===== src/line_draw_config.svh =====
// sizes and raster timing shared by the line renderer
// include wherever an LD_ define is needed
`ifndef LINE_DRAW_CONFIG_SVH
`define LINE_DRAW_CONFIG_SVH

`define LD_CORDW     16  // signed screen coordinate width
`define LD_FB_W      32  // framebuffer width in pixels
`define LD_FB_H      16  // framebuffer height in pixels
`define LD_CIDXW     4   // colour index width
`define LD_CHANW     4   // palette channel width

`define LD_H_TOTAL   40  // clocks per line, active area is LD_FB_W
`define LD_V_TOTAL   20  // lines per frame, active area is LD_FB_H
`define LD_HS_START  34  // hsync window inside horizontal blanking
`define LD_HS_END    37
`define LD_VS_START  17  // vsync window inside vertical blanking
`define LD_VS_END    18

`endif


===== src/line_draw_pkg.sv =====
// types shared by the line renderer blocks
// modules take these through a wildcard import in their header
`default_nettype none
`include "line_draw_config.svh"

package line_draw_pkg;

    typedef logic [8:0] fb_addr_t;  // y * LD_FB_W + x

    typedef enum logic [1:0] {OP_CLEAR, OP_LINE} ld_op_e;

    typedef struct packed {
        ld_op_e                      op;
        logic signed [`LD_CORDW-1:0] x0;
        logic signed [`LD_CORDW-1:0] y0;
        logic signed [`LD_CORDW-1:0] x1;
        logic signed [`LD_CORDW-1:0] y1;
        logic [`LD_CIDXW-1:0]        cidx;  // fill colour for OP_CLEAR too
    } ld_cmd_t;

    typedef struct packed {
        logic                        we;
        logic signed [`LD_CORDW-1:0] x;  // may lie outside the buffer
        logic signed [`LD_CORDW-1:0] y;
        logic [`LD_CIDXW-1:0]        cidx;
    } fb_wr_t;

    typedef struct packed {
        logic                 we;
        fb_addr_t             addr;
        logic [`LD_CIDXW-1:0] wdata;
    } fb_req_t;

    typedef struct packed {
        logic                 de;
        logic                 hsync;
        logic                 vsync;
        logic [`LD_CHANW-1:0] red;
        logic [`LD_CHANW-1:0] green;
        logic [`LD_CHANW-1:0] blue;
    } pixel_t;

    typedef enum logic [2:0] {
        S_IDLE, S_WAIT_FRAME, S_CLEAR, S_DRAW, S_DONE
    } seq_state_e;

    typedef enum logic [1:0] {L_IDLE, L_INIT, L_DRAW} line_state_e;

endpackage

`default_nettype wire


===== src/display_timings.sv =====
// raster scan counters for the small display
// gives screen position, data enable, syncs and frame and line start pulses
`timescale 1ns/100ps
`default_nettype none
`include "line_draw_config.svh"

module display_timings (
    input  wire logic                  clk_pix,
    input  wire logic                  reset,
    output logic signed [`LD_CORDW-1:0] sx,     // horizontal position
    output logic signed [`LD_CORDW-1:0] sy,     // vertical position
    output logic                       de,     // active area
    output logic                       hsync,  // active high
    output logic                       vsync,  // active high
    output logic                       frame,  // first pixel of frame
    output logic                       line    // first pixel of each row
);

    // position counters, sx wraps every line
    always_ff @(posedge clk_pix) begin
        if (reset) begin
            sx <= '0;
            sy <= '0;
        end else if (sx == `LD_H_TOTAL - 1) begin
            sx <= '0;  // next line
            sy <= (sy == `LD_V_TOTAL - 1) ? '0 : sy + 1;  // wrap at frame end
        end else begin
            sx <= sx + 1;
        end
    end

    // decode from the counters
    always_comb begin
        de    = (sx < `LD_FB_W) && (sy < `LD_FB_H);  // active area = fb size
        hsync = (sx >= `LD_HS_START) && (sx < `LD_HS_END);
        vsync = (sy >= `LD_VS_START) && (sy < `LD_VS_END);
        frame = (sx == 0) && (sy == 0);
        line  = (sx == 0);
    end

endmodule

`default_nettype wire


===== src/draw_line.sv =====
// Bresenham line stepper for any octant
// start latches the endpoints, one pixel per cycle with oe high, done pulses at the end
`timescale 1ns/100ps
`default_nettype none
`include "line_draw_config.svh"

module draw_line import line_draw_pkg::*; (
    input  wire logic                        clk_pix,
    input  wire logic                        reset,
    input  wire logic                        start,    // one-cycle strobe
    input  wire logic                        oe,       // pixel accepted this cycle
    input  wire logic signed [`LD_CORDW-1:0] x0,
    input  wire logic signed [`LD_CORDW-1:0] y0,
    input  wire logic signed [`LD_CORDW-1:0] x1,
    input  wire logic signed [`LD_CORDW-1:0] y1,
    output logic signed [`LD_CORDW-1:0]      x,        // current pixel
    output logic signed [`LD_CORDW-1:0]      y,
    output logic                             drawing,  // x and y valid
    output logic                             done      // last pixel accepted
);

    line_state_e state;
    logic signed [`LD_CORDW-1:0] xa, ya, xb, yb;  // latched endpoints
    logic signed [`LD_CORDW:0]   dx, dy;          // dy kept negative
    logic signed [`LD_CORDW:0]   dx_c, dy_c;      // deltas from latched points
    logic signed [`LD_CORDW+1:0] err, derr;       // error term and its step
    logic                        right, down;     // step directions
    logic                        movx, movy;

    always_comb begin
        dx_c = (xa < xb) ? xb - xa : xa - xb;  // |dx|
        dy_c = (ya < yb) ? ya - yb : yb - ya;  // -|dy|
        movx = (2 * err >= dy);
        movy = (2 * err <= dx);
        derr = '0;
        if (movx) derr = derr + dy;
        if (movy) derr = derr + dx;
    end

    always_ff @(posedge clk_pix) begin
        done <= 1'b0;
        if (reset) begin
            state   <= L_IDLE;
            drawing <= 1'b0;
        end else begin
            case (state)
                L_INIT: begin
                    dx      <= dx_c;
                    dy      <= dy_c;
                    err     <= dx_c + dy_c;
                    right   <= (xa < xb);
                    down    <= (ya < yb);
                    x       <= xa;  // first pixel is the start point
                    y       <= ya;
                    drawing <= 1'b1;
                    state   <= L_DRAW;
                end
                L_DRAW: begin
                    if (oe) begin  // hold x and y while stalled
                        if (x == xb && y == yb) begin
                            drawing <= 1'b0;
                            done    <= 1'b1;
                            state   <= L_IDLE;
                        end else begin
                            if (movx) x <= right ? x + 1 : x - 1;
                            if (movy) y <= down ? y + 1 : y - 1;
                            err <= err + derr;
                        end
                    end
                end
                default: begin  // L_IDLE
                    if (start) begin
                        xa    <= x0;
                        ya    <= y0;
                        xb    <= x1;
                        yb    <= y1;
                        state <= L_INIT;
                    end
                end
            endcase
        end
    end

endmodule

`default_nettype wire


===== src/fb_arbiter.sv =====
// shares the single framebuffer port between scanner and writer
// scanner always wins during de, a waiting write sees wr_busy and holds
`timescale 1ns/100ps
`default_nettype none
`include "line_draw_config.svh"

module fb_arbiter import line_draw_pkg::*; (
    input  wire logic                        rd_en,    // display de
    input  wire logic signed [`LD_CORDW-1:0] sx,
    input  wire logic signed [`LD_CORDW-1:0] sy,
    input  wire fb_wr_t                      wr,
    output logic                             wr_busy,  // write must wait
    output logic                             clip_ok,  // write coords in range
    output fb_req_t                          req
);

    fb_addr_t rd_addr, wr_addr;

    always_comb begin
        rd_addr = fb_addr_t'(sy * `LD_FB_W + sx);
        wr_addr = fb_addr_t'(wr.y * `LD_FB_W + wr.x);  // wraps if out of range
        clip_ok = (wr.x >= 0) && (wr.x < `LD_FB_W)
               && (wr.y >= 0) && (wr.y < `LD_FB_H);  // flags wrapped addresses

        wr_busy   = rd_en && wr.we;  // write pending during active video
        req.we    = wr.we && !rd_en;
        req.addr  = rd_en ? rd_addr : wr_addr;
        req.wdata = wr.cidx;
    end

endmodule

`default_nettype wire


===== src/framebuffer.sv =====
// single-port colour index memory followed by a fixed palette
// read data reaches the colour outputs two clocks after the request
`timescale 1ns/100ps
`default_nettype none
`include "line_draw_config.svh"

module framebuffer import line_draw_pkg::*; (
    input  wire logic           clk_pix,
    input  wire fb_req_t        req,
    input  wire logic           clip_ok,  // write coords inside buffer
    output logic [`LD_CHANW-1:0] red,
    output logic [`LD_CHANW-1:0] green,
    output logic [`LD_CHANW-1:0] blue
);

    localparam int FB_DEPTH = `LD_FB_W * `LD_FB_H;

    logic [`LD_CIDXW-1:0] mem [FB_DEPTH];  // block ram, no reset
    logic [`LD_CIDXW-1:0] cidx_q;           // registered read

    // memory port
    always_ff @(posedge clk_pix) begin
        if (req.we && clip_ok) mem[req.addr] <= req.wdata;  // clipped writes dropped
        cidx_q <= mem[req.addr];
    end

    // palette stage
    always_ff @(posedge clk_pix) begin
        red   <= cidx_q;
        green <= ~cidx_q;
        blue  <= {cidx_q[1:0], cidx_q[3:2]};  // nibble halves swapped
    end

endmodule

`default_nettype wire


===== src/line_sequencer.sv =====
// runs one command per request, starting at the next frame pulse
// clear sweeps the whole buffer, line hands the endpoints to draw_line
`timescale 1ns/100ps
`default_nettype none
`include "line_draw_config.svh"

module line_sequencer import line_draw_pkg::*; (
    input  wire logic    clk_pix,
    input  wire logic    reset,
    input  wire logic    cmd_start,  // ignored while busy
    input  wire ld_cmd_t cmd,
    input  wire logic    frame,      // start of frame from display timing
    input  wire logic    wr_busy,    // write stalled by the scanner
    output fb_wr_t       wr,
    output logic         busy,
    output logic         done
);

    seq_state_e state;
    ld_cmd_t    cmd_q;  // latched command
    logic signed [`LD_CORDW-1:0] clr_x, clr_y;    // clear sweep position
    logic signed [`LD_CORDW-1:0] line_x, line_y;  // drawer pixel
    logic draw_start, drawing, draw_done;

    draw_line draw_line_inst (
        .clk_pix,
        .reset,
        .start(draw_start),
        .oe(!wr_busy),  // advance only when the write goes through
        .x0(cmd_q.x0),
        .y0(cmd_q.y0),
        .x1(cmd_q.x1),
        .y1(cmd_q.y1),
        .x(line_x),
        .y(line_y),
        .drawing,
        .done(draw_done)
    );

    // write source select
    always_comb begin
        if (state == S_CLEAR) begin
            wr.we = 1'b1;
            wr.x  = clr_x;
            wr.y  = clr_y;
        end else begin
            wr.we = drawing;
            wr.x  = line_x;
            wr.y  = line_y;
        end
        wr.cidx = cmd_q.cidx;
    end

    always_ff @(posedge clk_pix) begin
        draw_start <= 1'b0;
        done       <= 1'b0;
        if (reset) begin
            state <= S_IDLE;
            busy  <= 1'b0;
        end else begin
            case (state)
                S_WAIT_FRAME: begin
                    if (frame) begin
                        clr_x <= '0;
                        clr_y <= '0;
                        if (cmd_q.op == OP_CLEAR) begin
                            state <= S_CLEAR;
                        end else begin
                            draw_start <= 1'b1;
                            state      <= S_DRAW;
                        end
                    end
                end
                S_CLEAR: begin
                    if (!wr_busy) begin  // step only once written
                        if (clr_x == `LD_FB_W - 1) begin
                            clr_x <= '0;
                            clr_y <= clr_y + 1;
                            if (clr_y == `LD_FB_H - 1) state <= S_DONE;
                        end else begin
                            clr_x <= clr_x + 1;
                        end
                    end
                end
                S_DRAW: if (draw_done) state <= S_DONE;
                S_DONE: begin
                    busy  <= 1'b0;
                    done  <= 1'b1;
                    state <= S_IDLE;
                end
                default: begin  // S_IDLE
                    if (cmd_start) begin
                        cmd_q <= cmd;
                        busy  <= 1'b1;
                        state <= S_WAIT_FRAME;
                    end
                end
            endcase
        end
    end

endmodule

`default_nettype wire


===== src/line_top.sv =====
// line renderer top level
// commands enter as a strobe, pixels leave with syncs aligned to the read path
`timescale 1ns/100ps
`default_nettype none
`include "line_draw_config.svh"

module line_top import line_draw_pkg::*; (
    input  wire logic    clk_pix,
    input  wire logic    reset,
    input  wire logic    cmd_start,
    input  wire ld_cmd_t cmd,
    output logic         busy,
    output logic         done,
    output pixel_t       pix
);

    logic signed [`LD_CORDW-1:0] sx, sy;
    logic de, hsync, vsync, frame;
    fb_wr_t  wr;
    fb_req_t req;
    logic    wr_busy, clip_ok;
    logic [`LD_CHANW-1:0] fb_red, fb_green, fb_blue;
    logic [1:0] de_q, hsync_q, vsync_q;  // two-stage delay lines

    display_timings display_timings_inst (
        .clk_pix,
        .reset,
        .sx,
        .sy,
        .de,
        .hsync,
        .vsync,
        .frame,
        .line()
    );

    line_sequencer line_sequencer_inst (
        .clk_pix,
        .reset,
        .cmd_start,
        .cmd,
        .frame,
        .wr_busy,
        .wr,
        .busy,
        .done
    );

    fb_arbiter fb_arbiter_inst (
        .rd_en(de),
        .sx,
        .sy,
        .wr,
        .wr_busy,
        .clip_ok,
        .req
    );

    framebuffer framebuffer_inst (
        .clk_pix,
        .req,
        .clip_ok,
        .red(fb_red),
        .green(fb_green),
        .blue(fb_blue)
    );

    // match memory read plus palette latency
    always_ff @(posedge clk_pix) begin
        if (reset) begin
            de_q    <= '0;
            hsync_q <= '0;
            vsync_q <= '0;
        end else begin
            de_q    <= {de_q[0], de};
            hsync_q <= {hsync_q[0], hsync};
            vsync_q <= {vsync_q[0], vsync};
        end
    end

    always_comb begin
        pix.de    = de_q[1];
        pix.hsync = hsync_q[1];
        pix.vsync = vsync_q[1];
        pix.red   = fb_red;
        pix.green = fb_green;
        pix.blue  = fb_blue;
    end

endmodule

`default_nettype wire


===== config.mk =====
export PLATFORM = sky130hd
export DESIGN_NAME = line_top
export DESIGN_NICKNAME = d
export VERILOG_FILES = /design/src/line_draw_pkg.sv /design/src/display_timings.sv /design/src/draw_line.sv /design/src/fb_arbiter.sv /design/src/framebuffer.sv /design/src/line_sequencer.sv /design/src/line_top.sv
export VERILOG_INCLUDE_DIRS = /design/src /design/src/src
export SDC_FILE = /design/constraint.sdc
export NUM_CORES = 2
export LEC_CHECK = 0
export ABC_AREA = 1
export BUFFER_PORTS_ARGS = -buffer_cell sky130_fd_sc_hd__buf_2
export CORE_MARGIN = 2
export CORE_UTILIZATION = 52
export CTS_CLUSTER_DIAMETER = 80
export DETAILED_ROUTE_END_ITERATION = 12
export HOLD_SLACK_MARGIN = 0.06
export PLACE_DENSITY = 0.68
export RECOVER_POWER = 100
export SYNTH_ARGS = -nofsm -noshare
export SYNTH_HDL_FRONTEND = slang
export SYNTH_SLANG_ARGS = --single-unit
export TNS_END_PERCENT = 5

===== constraint.sdc =====
create_clock -name clk_pix -period 19.8 [get_ports clk_pix]
set_input_delay 3.96 -clock clk_pix [delete_from_list [all_inputs] [get_ports clk_pix]]
set_output_delay 3.96 -clock clk_pix [all_outputs]
set_load 0.005 [all_outputs]

======== After elaboration in Yosys (flattened, before gate mapping) ========
Memory sizes are Yosys's and may differ from the RTL's. A register that Yosys moved wholly into a read port is not among the register bits.
Cells that the tools add are included.
storage, ports and cells
  register bits ........................... 312
  latch bits .............................. 0
  memory bits (writable) .................. 2,048
  bits in read-only memories .............. 0
  bits of input ports ..................... 73
  output and inout port bits .............. 17
  logic and storage cells ................. 183
  memories kept ........................... 1
cells by class
  $add $sub $neg .......................... 17
  multipliers ............................. 0
  div/mod/pow operators ................... 0
  order comparisons ....................... 14
  equal/unequal tests ..................... 22
  shifts and indexed selects .............. 0
  muxes and demuxes ....................... 49
  bitwise operators ....................... 8
  reductions and logical operators ........ 38
memory list
  memory                depth  width  read ports  clocked after Yosys merged registers in  wr ports  line               text
  framebuffer_inst.mem  512    4      1           1                                        1         framebuffer.sv:18  logic [`LD_CIDXW-1:0] mem [FB_DEPTH];
operators by type and width
  operator               count
  $mux 16                14
  $pmux 16 s2            4
  $add 16x2->16 const B  5
  $mux 18                4
  $sub 16x16->17         4
  $logic_not 32->1       2
  $lt 16x6->1 const B    3
  $lt 16x7->1 const B    3
  $pmux 18 s2            1
  $mux 17                2
  $mux 33                1
  $eq 16x16->1           2
  $eq 16x6->1 const B    2
  $ge 16x1->1 const B    2
  $lt 16x16->1           2
  $sub 16x2->16 const B  2
  $ne 2x2->1 const B     10
  $ge 19x17->1           1
  $le 19x17->1           1
  $add 17x17->18         1
  $add 18x17->18         1
  $add 18x18->18         1
  $add 9x9->9            2
  $mux 3                 6
  32 further kinds       72

======== Logic depth before layout (Yosys ltp) ========
  depth after elaboration ................. 9
  mapped depth ............................ 40
  depth with buffers taken out ............ 38

======== By module ========
Synthesis repeated with hierarchy kept, for this count alone.
unflattened totals
  cells, all modules ...................... 10,900
  area total of the unflattened synthesis .. 107,634.5 um^2
by module, submodules not included
  module           instances  cells an instance  area an instance (um^2)  seq. area each (um^2)
  framebuffer      1          8,326              86,504.2                 61,739.2
  draw_line        1          1,722              13,741.9                 4,584.4
  line_sequencer   1          418                4,663.2                  3,183.1
  display_timings  1          323                2,047.0                  640.6
  fb_arbiter       1          90                 490.5                    0.0
  line_top         1          21                 187.7                    120.1

======== Least setup slack after synthesis ========
Ideal clock, no wire load.
  path kind ............................... input port to flip-flop
  start point ............................. in reset
  end point ............................... reg line_sequencer_inst.cmd_q[10] (netlist bit), enable pin
  library setup time ...................... 498 ps
  arrival ................................. 7,297 ps
  data required time ...................... 19,302 ps
  slack ................................... 12,005 ps
  stages .................................. 3
  path buffers ............................ 2
  cells stage by stage .................... clkbuf_1 > clkbuf_1 > nor2_1
on the way
  longest elaborated chain between the ends .. 2
RTL lines
  element                            line                  text
  start: declaration                 line_top.sv:9         input wire logic reset,
  $not 1->1 (no source line)         --
  $reduce_and 3->1 (no source line)  --
  end signal: assignment             line_sequencer.sv:93  cmd_q <= cmd;
  end: declaration                   line_sequencer.sv:20  ld_cmd_t cmd_q;
Every way passes these cells.
A chain may end at the register's enable or synchronous reset.

======== Worst setup path in the final report ========
  start point ............................. reg line_sequencer_inst.state[1]
  end point ............................... mem framebuffer_inst.mem[105][1] (netlist bit), enable pin
on the way
  longest elaborated chain between the ends .. 9
  elaborated cells between the ends (all ways) .. 15
  classes of those cells .................. 1 x add/sub; 4 x order compare; 1 x eq/ne; 4 x mux; 5 x reduce/logical
RTL lines
  element                                            line                  text
  start: declaration                                 line_sequencer.sv:19  seq_state_e state;
  start signal: assignment                           line_sequencer.sv:58  state <= S_IDLE;
  start signal: assignment                           line_sequencer.sv:67  state <= S_CLEAR;
  start signal: assignment                           line_sequencer.sv:70  state <= S_DRAW;
  $eq 3x2->1 (*)                                     line_sequencer.sv:42  if (state == S_CLEAR) begin
  $mux 33 (*)                                        line_sequencer.sv:42
  $ge 16x1->1 / $lt 16x7->1 (equally long branches)  --
  $logic_and 1x1->1 (3 in a row)                     fb_arbiter.sv:22      clip_ok = (wr.x >= 0) && (wr.x < `LD_FB_W)
  $logic_and 1x1->1                                  framebuffer.sv:23     if (req.we && clip_ok) mem[req.addr] <= req.wdata;
  $mux 1                                             framebuffer.sv:23
  $mux 1 (implied by the code)                       framebuffer.sv:23
  end: declaration                                   framebuffer.sv:18
Every way passes the cells marked *; elsewhere a longest branch is shown, timed or not.

==> results.sh <==
export IMPL_outcome="finished, violations left"
export IMPL_violations="max-capacitance violations, max-slew violations"
export IMPL_portBuffers=89
export IMPL_synth_area_leader_cell="edfxtp_1"
export IMPL_drive_gt1_frac=0.0544
export IMPL_report_final_hold_viol_count=0
export IMPL_crit_type="flop to flop"
export IMPL_cp_max_fo=90
export IMPL_yosysMostFrequentCell="nand2_1"
export IMPL_worstPathArrival_ns=12.84
export IMPL_worstSetupEndpointType="flop"
export IMPL_ys_ff_latch=2360
export IMPL_fmax_mhz=80.4
export IMPL_ys_types=57
export IMPL_yosys_warnings=0
export IMPL_clock_latency_ns=0.91
export IMPL_cts_tree="built"
export IMPL_start_util=0.522
export IMPL_hold_class="flop to flop"
export IMPL_fin_tns_setup_ns=0
export IMPL_wl_per_cell_um=22.1
export IMPL_grt_pass1_wl_mm=417
export IMPL_cap_violations=37
export IMPL_cts_max_level=4
export IMPL_synthCells=9635
export IMPL_dpl_instance_area_sq_um=106000
export IMPL_syn_num_nets=9914
export IMPL_rsz0062_at_grt="no"
export IMPL_timing_final_ws_setup_ns=7.36
export IMPL_routed_wirelength_mm=276
export IMPL_cts_resized=0
export IMPL_fill_cells=16000
export IMPL_postSynth_asyncResetShare=0
export IMPL_design_area_sq_um=113000
export IMPL_place_congestion=0.914
export IMPL_ys_seq_area_frac=0.684
export IMPL_cts_setup_buffers=0
export IMPL_ff2ff_path_depth=14
export IMPL_gr_max_usage_layer="met2"
export IMPL_core_sq_um=197000
export IMPL_clockRootBuffer="clkbuf_16"
export IMPL_p_leak_nw=42.2
export IMPL_ys_top_cells_by_count="3,911 x nand2_1, 2,300 x edfxtp_1, 920 x nor2_1"
export IMPL_synth_edf_count=2300
export IMPL_r2r_slack_ns=7.36
export IMPL_first_global_vias=68900
export IMPL_yosysTopAreaCellShare=0.672
export IMPL_dp_hpwl_mm=156
export IMPL_fp_dieW_um=449
export IMPL_numCtsBuffers=233
export IMPL_period_share=0.628
export IMPL_grt_max_degree=195
export IMPL_synthesis_area_sq_um=103000
export IMPL_setup_viol=0
export IMPL_drc_errors=0
export IMPL_critPathLaunchType="flop"
export IMPL_clock_skew_ns=0.0815
export IMPL_antenna_found_initial=6
export IMPL_worst_slew_pin_slew_ns=9.51
export IMPL_grt_util_met3=0.0415
export IMPL_num_rows=163
export IMPL_grt_ovfl_total=0
export IMPL_timing_slew_headroom=-5.34
export IMPL_vias=70700
export IMPL_ir_worst_vdd_v=0.0000866
export IMPL_whs_ns=0.388
export IMPL_p_total_mw=11.6
export IMPL_period_needed_ns=12.44
export IMPL_grt_use_met2=0.434
export IMPL_synthFlopType="edfxtp_1"
export IMPL_synth_area_top_cells="edfxtp_1 67%, nand2_1 14%, nor2_1 3.4%"
export IMPL_post_drt_via_cell_ratio=5.68
export IMPL_met1_usage=0.377
export IMPL_worst_ep_required_time_ns=20.20
export IMPL_hold_buffers=0
export IMPL_drtIter0Drc=8104
export IMPL_p_per_area_nw_per_um2=103
export IMPL_die_area_sq_um=201000
export IMPL_drv_slew=2604
export IMPL_clk_pin_slew_ns=0.06
export IMPL_whs_path_depth=0
export IMPL_clock_sinks=2360
export IMPL_die_h_um=449
export IMPL_syn_area_per_cell_sq_um=10.7
export IMPL_track_usage=0.270
export IMPL_preCtsSetupSlack_ns=13.87
export IMPL_dr_pass1_iters=7
export IMPL_pin_count=90
export IMPL_antenna_left=0
export IMPL_nets=9891
export IMPL_clk_path_buf_depth=3
export IMPL_areaGrowthSynthToFinish_pct=9.96
registers in the layout, summed over array words and instances (netlist names), 17 cells and up:
signal / count
framebuffer_inst.mem: 2048
line_sequencer_inst.cmd_q: 66
line_sequencer_inst.draw_line_inst.err: 18
line_sequencer_inst.draw_line_inst.dx: 17
line_sequencer_inst.draw_line_inst.dy: 17
report_power, final:
part           leakage, nW  total (mW)  switching, mW  internal (mW)
logic                 17.2        1.29          0.952          0.333
clock network         3.79        4.47           1.92           2.55
registers             21.2        5.84         0.0564           5.78
total                 42.2        11.6           2.93           8.66
per-stage QoR:
stage | utilization | std cells
6_report | 0.574 | 12500
5_1_grt | 0.574 | 12500
4_1_cts | 0.576 | 12500
3_5_place_dp | 0.536 | 12000
3_3_place_gp | 0.536 | 12000
2_1_floorplan | - | 9635
path summary, 6_finish.rpt:
check                                                               start                                             endpoint
worst max register to register  line_sequencer_inst.state[1]$_SDFFE_PP0P_               framebuffer_inst.mem[105][1]$_DFFE_PP_
worst min register to register    line_sequencer_inst.cmd_q[51]$_DFFE_PP_  line_sequencer_inst.draw_line_inst.ya[15]$_DFFE_PP_
worst min-delay path              line_sequencer_inst.cmd_q[51]$_DFFE_PP_  line_sequencer_inst.draw_line_inst.ya[15]$_DFFE_PP_
worst max-delay path            line_sequencer_inst.state[1]$_SDFFE_PP0P_               framebuffer_inst.mem[105][1]$_DFFE_PP_
cells by family (layout without fill, tap and decap cells):
family          after synthesis  count (layout)  synth area share
simple gates               5442            5442             0.210
flops                      2360            2360             0.684
buf+inv                     841            1016            0.0340
compound gates              683             683            0.0371
fa+ha+maj                   206             206            0.0259
xor+xnor                     96              96           0.00818
mux                           7               7          0.000682
other cells                   0               2                 0
metal layers:
metal,up-vias,part of all wire
met3,542,0.095
met2,3502,0.46
li1,32600,-
met4,0,0.034
met5,-,0
met1,34100,0.41
cells in the final DEF, fill, tap and decap left out, types with 11 or more instances in the layout:
master,netlist,routed
bufinv_16,0,28
clkinv_1,1,46
clkinv_2,0,59
o21ai_1,77,75
o21bai_1,15,15
buf_2,230,76
ha_1,195,195
inv_2,11,11
a31oi_1,15,15
edfxtp_1,2300,2300
nor3b_1,14,14
a21oi_1,222,222
inv_1,389,389
fa_1,11,11
xor2_1,45,45
nor2_1,920,917
dfxtp_1,60,60
o21ai_0,238,241
nor2_4,5,12
xnor2_1,51,51
buf_4,10,53
nor3_1,50,52
nand3_1,262,262
nor4_1,22,22
nand4_1,228,228
clkbuf_1,177,85
clkbuf_16,0,235
nand2_1,3911,3908
a22oi_1,43,43
worst max-delay path, stage by stage (launching register included):
cell,delay (ns)
dfxtp_1,0.33
inv_1,0.09
nor2_1,0.08
nand2_1,0.08
clkbuf_1,0.99
inv_1,0.46
o21ai_0,0.38
nand2_1,0.09
o21ai_0,0.61
buf_12,0.56
clkbuf_1,2.14
clkbuf_1,2.19
nor3_1,0.63
nand2_1,2.69
nor2_1,0.53
cell type report:
type                            instances  area (sq um)  share of cell area
Antenna cell                            2          5.00           0.0000443
Clock buffer                          276          6040              0.0535
Clock inverter                        157          1700              0.0150
Inverter                              401          1510              0.0133
Multi-Input combinational cell       6434         29100               0.257
Sequential cell                      2360         70300               0.622
Tap cell                             2640          3300              0.0292
Timing Repair Buffer                  182          1110             0.00980
(Power assumes the default switching activity.)
